$ cat config.mk
export PLATFORM = sky130hd
export DESIGN_NAME = analog_top
export DESIGN_NICKNAME = d
export VERILOG_FILES = /design/src/hdl/analog_pkg.sv /design/src/hdl/sysbus_pkg.sv /design/src/hdl/sys_bus_decoder.sv /design/src/hdl/hk_regs.sv /design/src/hdl/adc_frontend.sv /design/src/hdl/dac_mixer.sv /design/src/hdl/analog_top.sv
export SDC_FILE = /design/constraint.sdc
export NUM_CORES = 1
export LEC_CHECK = 0
export BUFFER_PORTS_ARGS = -buffer_cell sky130_fd_sc_hd__buf_4
export CORE_MARGIN = 5
export CORE_UTILIZATION = 35
export DETAILED_ROUTE_END_ITERATION = 12
export PLACE_DENSITY_LB_ADDON = 0.3
export SYNTH_ARGS = -nofsm -noshare
export SYNTH_HDL_FRONTEND = slang
export SYNTH_HIERARCHICAL = 1
export SYNTH_SLANG_ARGS = --single-unit
$ cat constraint.sdc
create_clock -name adc_clk -period 3.5 [get_ports adc_clk]
set_input_delay 0.175 -clock adc_clk [delete_from_list [all_inputs] [get_ports adc_clk]]
set_output_delay 0.175 -clock adc_clk [all_outputs]
set_load 0.005 [all_outputs]
$ cat src/hdl/analog_pkg.sv
`default_nettype none

package analog_pkg;

  ////////////////////////////////////////////////////////////////////////////
  // converter word widths
  ////////////////////////////////////////////////////////////////////////////

  localparam int SAMPLE_W = 14; // both ADC and DAC are 14 bit

  // raw pin code, unsigned with negative slope
  typedef logic [SAMPLE_W-1:0] adc_raw_t;

  typedef logic signed [SAMPLE_W-1:0] sample_t; // two's complement sample

  // one guard bit so the sum of two samples cannot wrap
  typedef logic signed [SAMPLE_W:0] sum_t;

  ////////////////////////////////////////////////////////////////////////////
  // two-channel bundles, channel a in the upper half
  ////////////////////////////////////////////////////////////////////////////

  typedef struct packed {
    adc_raw_t a; // CH1 raw
    adc_raw_t b; // CH2 raw
  } dual_raw_t;

  typedef struct packed {
    sample_t a; // CH1
    sample_t b; // CH2
  } dual_sample_t;

  // sample zero on the pins: msb kept, rest inverted
  localparam adc_raw_t RAW_ZERO = {1'b0, {(SAMPLE_W-1){1'b1}}};

endpackage : analog_pkg

`default_nettype wire

$ cat src/hdl/sysbus_pkg.sv
`default_nettype none

package sysbus_pkg;

  ////////////////////////////////////////////////////////////////////////////
  // system bus words
  ////////////////////////////////////////////////////////////////////////////

  typedef logic [31:0] sys_addr_t; // byte address
  typedef logic [31:0] sys_data_t; // read and write data
  typedef logic [3:0]  sys_sel_t;  // byte select, one bit per byte lane

  // master side, strobes are single cycle pulses
  typedef struct packed {
    sys_addr_t addr;  // held until ack
    sys_data_t wdata; // held until ack
    sys_sel_t  sel;
    logic      wen;   // write strobe
    logic      ren;   // read strobe
  } sys_req_t;

  // slave side, all fields valid in the ack cycle
  typedef struct packed {
    sys_data_t rdata;
    logic      err;
    logic      ack;   // one pulse per strobe
  } sys_rsp_t;

  ////////////////////////////////////////////////////////////////////////////
  // address map
  ////////////////////////////////////////////////////////////////////////////

  localparam int N_REGIONS = 8; // eight equal slices of the address space
  localparam int HK_REGION = 0; // housekeeping lives in the first one

  // housekeeping register offsets inside its region
  localparam sys_addr_t HK_ID_OFS   = 32'h0000_0000; // read only
  localparam sys_addr_t HK_LOOP_OFS = 32'h0000_0004; // bit 0 digital loop
  localparam sys_addr_t HK_LED_OFS  = 32'h0000_0030; // LED bits

  // board identification word
  localparam sys_data_t HK_ID_VALUE = 32'h5250_0014;

endpackage : sysbus_pkg

`default_nettype wire

$ cat src/hdl/sys_bus_decoder.sv
`default_nettype none
`timescale 1ns/1ps

module sys_bus_decoder #(
  parameter int REGION_LSB = 20   // lowest bit of the region field
) (
  input  wire                  adc_clk,
  input  wire                  rst_n_i,
  input  wire sysbus_pkg::sys_req_t req_i,    // from bus master
  output sysbus_pkg::sys_rsp_t rsp_o,
  output sysbus_pkg::sys_req_t hk_req_o,      // to housekeeping
  input  wire sysbus_pkg::sys_rsp_t hk_rsp_i
);

  localparam int REG_W = $clog2(sysbus_pkg::N_REGIONS); // width of region field

  // keeps only the offset bits below the region field
  localparam sysbus_pkg::sys_addr_t OFS_MASK =
    (sysbus_pkg::sys_addr_t'(1) << REGION_LSB) - 1;

  logic [REG_W-1:0]                 region; // region number from address
  logic [sysbus_pkg::N_REGIONS-1:0] cs;     // one-hot region select
  logic                             strobe; // any access this cycle

  //////////////////////////////////////////////////////////////////////////
  // region select
  //////////////////////////////////////////////////////////////////////////

  assign region = req_i.addr[REGION_LSB +: REG_W];
  assign cs     = {{(sysbus_pkg::N_REGIONS-1){1'b0}}, 1'b1} << region;
  assign strobe = req_i.wen || req_i.ren;

  // strobe steering, slave sees only its offset
  always_comb
  begin
    hk_req_o      = req_i;
    hk_req_o.addr = req_i.addr & OFS_MASK;
    hk_req_o.wen  = req_i.wen && cs[sysbus_pkg::HK_REGION];
    hk_req_o.ren  = req_i.ren && cs[sysbus_pkg::HK_REGION];
  end

  //////////////////////////////////////////////////////////////////////////
  // response multiplexer
  //////////////////////////////////////////////////////////////////////////

  always_comb
  begin
    if (cs[sysbus_pkg::HK_REGION])
    begin
      rsp_o = hk_rsp_i;  // registered answer, one cycle late
    end
    else
    begin
      // empty slot answers at once
      rsp_o.rdata = '0;
      rsp_o.err   = 1'b0;
      rsp_o.ack   = strobe;
    end
  end

  // no slave may answer without an access now or just before
  a_ack_has_strobe : assert property (
    @(posedge adc_clk) disable iff (!rst_n_i)
    rsp_o.ack |-> (strobe || $past(strobe))
  ) else $error("ack without a strobe in this or the previous cycle");

endmodule : sys_bus_decoder

`default_nettype wire

$ cat src/hdl/hk_regs.sv
`default_nettype none
`timescale 1ns/1ps

module hk_regs #(
  parameter int LED_W = 8           // number of LED outputs
) (
  input  wire                  adc_clk,
  input  wire                  rst_n_i,
  input  wire sysbus_pkg::sys_req_t req_i,    // offset only, strobes pre-gated
  output sysbus_pkg::sys_rsp_t rsp_o,
  output logic                 digital_loop_o,
  output logic [LED_W-1:0]     led_o
);

  logic                  hit_id;   // offset decode
  logic                  hit_loop;
  logic                  hit_led;
  logic                  hit_any;
  logic                  strobe;
  logic                  wr_ok;    // write with low byte enabled
  sysbus_pkg::sys_data_t rd_mux;   // read-back before the register

  logic                  loop_q;   // digital loop switch
  logic [LED_W-1:0]      led_q;
  logic                  ack_q;
  logic                  err_q;
  sysbus_pkg::sys_data_t rdata_q;

  //////////////////////////////////////////////////////////////////////////
  // offset decode
  //////////////////////////////////////////////////////////////////////////

  assign hit_id   = (req_i.addr == sysbus_pkg::HK_ID_OFS);
  assign hit_loop = (req_i.addr == sysbus_pkg::HK_LOOP_OFS);
  assign hit_led  = (req_i.addr == sysbus_pkg::HK_LED_OFS);
  assign hit_any  = hit_id || hit_loop || hit_led;

  assign strobe = req_i.wen || req_i.ren;
  assign wr_ok  = req_i.wen && req_i.sel[0]; // all fields sit in byte 0

  // read-back, unknown offsets give zero
  always_comb
  begin
    rd_mux = '0;
    if (hit_id)
      rd_mux = sysbus_pkg::HK_ID_VALUE;
    else if (hit_loop)
      rd_mux = sysbus_pkg::sys_data_t'(loop_q);
    else if (hit_led)
      rd_mux = sysbus_pkg::sys_data_t'(led_q);
  end

  //////////////////////////////////////////////////////////////////////////
  // registers and bus handshake
  //////////////////////////////////////////////////////////////////////////

  always_ff @(posedge adc_clk or negedge rst_n_i)
  begin
    if (!rst_n_i)
    begin
      loop_q <= 1'b0;
      led_q  <= '0;
      ack_q  <= 1'b0;
      err_q  <= 1'b0;
    end
    else
    begin
      ack_q <= strobe;              // every access answered next cycle
      err_q <= strobe && !hit_any;
      if (wr_ok && hit_loop)
        loop_q <= req_i.wdata[0];
      if (wr_ok && hit_led)
        led_q <= req_i.wdata[LED_W-1:0];
      // ID offset has no write path
    end
  end

  // read data follows the access that caused it
  always_ff @(posedge adc_clk)
  begin
    if (strobe)
      rdata_q <= rd_mux;
  end

  assign rsp_o = '{rdata: rdata_q, err: err_q, ack: ack_q};

  assign digital_loop_o = loop_q;
  assign led_o          = led_q;

  // master issues one access at a time
  a_no_dual_strobe : assert property (
    @(posedge adc_clk) disable iff (!rst_n_i)
    !(req_i.wen && req_i.ren)
  ) else $error("write and read strobe raised together");

endmodule : hk_regs

`default_nettype wire

$ cat src/hdl/adc_frontend.sv
`default_nettype none
`timescale 1ns/1ps

module adc_frontend (
  input  wire                            adc_clk,
  input  wire                            rst_n_i,
  input  wire analog_pkg::dual_raw_t     adc_dat_i,      // converter bits 15:2
  input  wire analog_pkg::dual_sample_t  loop_dat_i,     // DAC side, same cycle
  input  wire                            digital_loop_i,
  output analog_pkg::dual_sample_t       adc_o
);

  analog_pkg::dual_raw_t    raw_q;  // input registers
  analog_pkg::dual_sample_t conv;   // after code conversion

  // negative slope code to two's complement
  function automatic analog_pkg::sample_t raw_to_sample(
    input analog_pkg::adc_raw_t raw
  );
    return {raw[analog_pkg::SAMPLE_W-1], ~raw[analog_pkg::SAMPLE_W-2:0]};
  endfunction

  //////////////////////////////////////////////////////////////////////////
  // capture
  //////////////////////////////////////////////////////////////////////////

  // ideally packed into the IO block flops
  always_ff @(posedge adc_clk or negedge rst_n_i)
  begin
    if (!rst_n_i)
    begin
      raw_q <= '0;
    end
    else
    begin
      raw_q <= adc_dat_i;
    end
  end

  assign conv.a = raw_to_sample(raw_q.a);
  assign conv.b = raw_to_sample(raw_q.b);

  //////////////////////////////////////////////////////////////////////////
  // loopback select
  //////////////////////////////////////////////////////////////////////////

  // loop path bypasses the capture register
  always_comb
  begin
    if (digital_loop_i)
      adc_o = loop_dat_i;
    else
      adc_o = conv;
  end

endmodule : adc_frontend

`default_nettype wire

$ cat src/hdl/dac_mixer.sv
`default_nettype none
`timescale 1ns/1ps

module dac_mixer (
  input  wire                            adc_clk,
  input  wire                            rst_n_i,
  input  wire analog_pkg::dual_sample_t  asg_i,      // generator
  input  wire analog_pkg::dual_sample_t  pid_i,      // controller
  output analog_pkg::dual_sample_t       mix_o,      // saturated, unregistered
  output analog_pkg::dual_raw_t          dac_dat_o
);

  analog_pkg::sum_t      sum_a;  // full width sums
  analog_pkg::sum_t      sum_b;
  analog_pkg::dual_raw_t dac_q;

  // clip to 14 bits when the guard bit disagrees with the sign
  function automatic analog_pkg::sample_t saturate(input analog_pkg::sum_t s);
    if (s[analog_pkg::SAMPLE_W] ^ s[analog_pkg::SAMPLE_W-1])
      return {s[analog_pkg::SAMPLE_W], {(analog_pkg::SAMPLE_W-1){~s[analog_pkg::SAMPLE_W]}}};
    return s[analog_pkg::SAMPLE_W-1:0];
  endfunction

  // back to the pin code, msb kept and rest inverted
  function automatic analog_pkg::adc_raw_t sample_to_raw(input analog_pkg::sample_t d);
    return {d[analog_pkg::SAMPLE_W-1], ~d[analog_pkg::SAMPLE_W-2:0]};
  endfunction

  //////////////////////////////////////////////////////////////////////////
  // sum and saturation
  //////////////////////////////////////////////////////////////////////////

  assign sum_a = analog_pkg::sum_t'(asg_i.a) + analog_pkg::sum_t'(pid_i.a); // sign extended
  assign sum_b = analog_pkg::sum_t'(asg_i.b) + analog_pkg::sum_t'(pid_i.b);

  assign mix_o.a = saturate(sum_a);
  assign mix_o.b = saturate(sum_b);

  //////////////////////////////////////////////////////////////////////////
  // output registers
  //////////////////////////////////////////////////////////////////////////

  always_ff @(posedge adc_clk or negedge rst_n_i)
  begin
    if (!rst_n_i)
    begin
      dac_q.a <= analog_pkg::RAW_ZERO; // mid scale, no output swing
      dac_q.b <= analog_pkg::RAW_ZERO;
    end
    else
    begin
      dac_q.a <= sample_to_raw(mix_o.a);
      dac_q.b <= sample_to_raw(mix_o.b);
    end
  end

  assign dac_dat_o = dac_q;

  // in-range sums pass untouched on both channels
  a_no_false_clip : assert property (
    @(posedge adc_clk) disable iff (!rst_n_i)
    ((sum_a[analog_pkg::SAMPLE_W] == sum_a[analog_pkg::SAMPLE_W-1])
      |-> (analog_pkg::sum_t'(mix_o.a) == sum_a)) and
    ((sum_b[analog_pkg::SAMPLE_W] == sum_b[analog_pkg::SAMPLE_W-1])
      |-> (analog_pkg::sum_t'(mix_o.b) == sum_b))
  ) else $error("mixer output differs from an in-range sum");

endmodule : dac_mixer

`default_nettype wire

$ cat src/hdl/analog_top.sv
`default_nettype none
`timescale 1ns/1ps

module analog_top #(
  parameter int REGION_LSB = 20, // region field is addr[22:20]
  parameter int LED_W      = 8
) (
  input  wire                            adc_clk,
  input  wire                            rst_n_i,
  // system bus
  input  wire sysbus_pkg::sys_req_t      sys_req_i,
  output sysbus_pkg::sys_rsp_t           sys_rsp_o,
  // converters
  input  wire analog_pkg::dual_raw_t     adc_dat_i,  // ADC pins, low bits dropped
  input  wire analog_pkg::dual_sample_t  asg_i,      // generator samples
  input  wire analog_pkg::dual_sample_t  pid_i,      // controller samples
  output analog_pkg::dual_sample_t       adc_o,
  output analog_pkg::dual_raw_t          dac_dat_o,  // DAC pins
  // LED
  output logic [LED_W-1:0]               led_o
);

  sysbus_pkg::sys_req_t     hk_req;       // region 0 request
  sysbus_pkg::sys_rsp_t     hk_rsp;
  logic                     digital_loop; // ADC takes DAC value when set
  analog_pkg::dual_sample_t mix;          // saturated DAC value

  ////////////////////////////////////////////////////////////////////////////
  // bus decoder and housekeeping
  ////////////////////////////////////////////////////////////////////////////

  sys_bus_decoder #(
    .REGION_LSB (REGION_LSB)
  ) i_dec (
    .adc_clk  (adc_clk),
    .rst_n_i  (rst_n_i),
    .req_i    (sys_req_i),
    .rsp_o    (sys_rsp_o),
    .hk_req_o (hk_req),
    .hk_rsp_i (hk_rsp)
  );

  hk_regs #(
    .LED_W (LED_W)
  ) i_hk (
    .adc_clk        (adc_clk),
    .rst_n_i        (rst_n_i),
    .req_i          (hk_req),
    .rsp_o          (hk_rsp),
    .digital_loop_o (digital_loop),
    .led_o          (led_o)
  );

  ////////////////////////////////////////////////////////////////////////////
  // datapaths
  ////////////////////////////////////////////////////////////////////////////

  adc_frontend i_adc (
    .adc_clk        (adc_clk),
    .rst_n_i        (rst_n_i),
    .adc_dat_i      (adc_dat_i),
    .loop_dat_i     (mix),          // combinational loop path
    .digital_loop_i (digital_loop),
    .adc_o          (adc_o)
  );

  dac_mixer i_dac (
    .adc_clk   (adc_clk),
    .rst_n_i   (rst_n_i),
    .asg_i     (asg_i),
    .pid_i     (pid_i),
    .mix_o     (mix),
    .dac_dat_o (dac_dat_o)
  );

endmodule : analog_top

`default_nettype wire

==> results.yml <==
status:
  status: "complete, no violations"
clocking:
  cts_tree: "done"
  numCtsBuffers: 9
  cts_sinks: 76
  clock_latency_ps: 340
  htreeDepth: 3
  path_clk_slew_ps: 60
  cts-root-buf: "clkbuf_16"
  clockBufferDepth: 2
  cts_setup_buffers: 0
place:
  pre_cts_slack_ps: 478.2
  placed_cell_area_mm2: 0.006594
  place_hpwl_um: 11500
  gp_congestion: 0.8019
  io_buffers: 198
cells_and_area:
  fin_util_pct: 47.46
  areaGrowthSynthToFinish_pct: 33.88
  final_area_mm2: 0.007188
  n_fill_cell: 1385
  fin_nets: 918
  multi_input_area_mm2: 0.002813
  regArea_mm2: 0.001981
  drive_gt1_share_pct: 40.43
floorplan:
  start_util_pct: 35.45
  fp.dieArea_mm2: 0.01792
  core_area_mm2: 0.01515
  ios: 254
  die_h_um: 133.9
  rows: 45
  die_w_um: 133.9
setup_path:
  critical_path_class: "in -> out"
  r2r-end: "i_hk/rdata_q[0]$_SDFFCE_PP0P_"
  reg2reg_depth: 3
  path_cells: "buf_4 -> ha_1 -> o21ai_0 -> o21bai_1 -> a21oi_1 -> nand2b_1 -> o21ai_1 -> mux2i_4 -> a21o_1 -> nand2_1 -> o21ai_0 -> buf_4"
  cp_max_fo: 20
  r2r_start: "i_hk/digital_loop_o$_DFFE_PN0P_"
  cp_data_required_time_ps: 3320
  start_kind: "primary input"
  slowest_stage: "mux2i_4"
  r2r_slack_ps: 1830
  crit_arrival_ps: 2900
  endpoint_kind: "output port"
  cpPeakStageDelay_ps: 680
sta:
  tns_ps: 0
  rsz0062_at_grt: "no"
  fin_crit_ps: 3071
  clock.fmax_ghz: 0.3256
  period_share_pct: 87.76
  finalHoldViolations: 0
  setup_viol: 0
  slew_headroom_pct: 37.00
  tightestPinTransition_ps: 936.4
  skew_ps: 5.090
  layout_setup_ws_ps: 428.6
  slew_violations: 0
route:
  dr.max_layer_used: "met4"
  wl_met1_um: 6010
  first_pass_iters: 4
  wirelength_um: 14640
  num_vias: 4463
  met2_length_um: 7046
  antenna_left: 0
  wl_met3_um: 1257
  vias_per_cell: 4.820
  drt_iter0_drc: 184
  routedWlPerCell_um: 15.81
  remaining_drc_errors: 0
pwr:
  p_leak_nw: 3.378
  vdd_drop_max_uv: 181.6
  p_per_area_mw_per_mm2: 409.1
grt:
  grt_max_degree: 68
  grtUsageTotal_pct: 16.41
  overflow: 0
  first_global_vias: 4646
  grt_antenna_before_repair: 1
  grt_pass1_wl_um: 23630
yosys:
  syn_avg_cell_area_um2: 9.851
  synth_warnings: 6
  netlist_instances: 545
  synth_area_mm2: 0.005369
worst_hold_path:
  holdCritStartpoint: "sys_req_i[10]"
  hp-class: "in -> reg"
  worstHoldEndpoint: "i_hk/led_o[4]$_DFFE_PN0P_"
  whs_path_depth: 2
job:
  drv_cap: 0
[worst max-delay path: cells and delay by family]
kind,cells,cell delay [ps]
buffers and inverters,2,290
AOI/OAI and AO/OA,6,1160
and+or+nand+nor,2,250
adders and majority gates,1,330
muxes,1,680
[state kept, by name (all words and copies together) (netlist names)]
signal	flops
i_dac/dac_dat_o	28
i_adc/raw_q	26
i_hk/ack_q	1
i_hk/digital_loop_o	1
i_hk/err_q	1
i_hk/led_o	8
i_adc/conv	2
i_hk/rdata_q	9
[per-layer routing]
metal / GRT usage [%] / vias up
met1: 20.44 / 2050
met2: 26.98 / 197
met4: 6.914 / 0
met3: 4.314 / 19
li1: - / 2197
met5: 0 / -
[what timing repair did]
item / CTS / global route
resized for setup: 0 / 0
hold endpoints to repair: 39 / 0
hold buffers: 29 / 0
[placed cells by master (no fill, tap or decap), drive strengths merged, types with 3 or more instances in the layout]
master / instances
a211oi: 3
edfxtp: 9
dfrtp: 41
nor2: 20
conb: 31
xnor2: 11
buf: 202
ha: 28
o21a: 6
clkbuf: 11
dlygate4sd3: 29
nor4: 11
a211o: 3
and2: 41
nand2b: 7
a31o: 4
a31oi: 7
maj3: 3
o21ai: 45
dfstp: 26
inv: 15
xor2: 12
nor2b: 8
nor3: 7
a21oi: 40
o21bai: 3
nand2: 42
or2: 3
a21o: 24
mux2: 12
nand3: 5
[power by group]
| part | leakage [nW] | internal (mW) | total [mW] | switching (mW) |
|---|---|---|---|---|
| clock | 0.150 | 0.574 | 0.942 | 0.367 |
| sequential | 0.843 | 1.06 | 1.09 | 0.0370 |
| combinational | 2.38 | 0.467 | 0.905 | 0.437 |
[stage by stage]
stage / cells / hold slack [ps] / total power, mW
after floorplan: 574 / -120.6 / 1.633
after global placement: 880 / 284.1 / 1.973
after detailed placement: 880 / 285.4 / 1.986
after CTS: 925 / 47.67 / 2.980
after global routing: 926 / 55.36 / 3.122
final: 926 / 64.79 / 2.941
[worst max-delay path by stage]
stage	to	slack, ps	cells past startpoint	from
after floorplan	adc_o[15]	1000	11	asg_i[18]
after global placement	adc_o[19]	540	12	asg_i[18]
after detailed placement	adc_o[0]	480	12	asg_i[2]
after CTS	adc_o[0]	470	12	asg_i[2]
after global routing	adc_o[0]	260	12	asg_i[2]
final	adc_o[0]	430	12	asg_i[2]
[cell type report]
class,instances,area share [%]
Antenna cell,1,0.03481
Sequential cell,76,27.55
Clock inverter,5,0.8181
Inverter,13,0.6789
Tap cell,188,3.272
Timing Repair Buffer,231,25.13
Multi-Input combinational cell,401,39.13
Clock buffer,11,3.377
(Power assumes the default switching activity.)
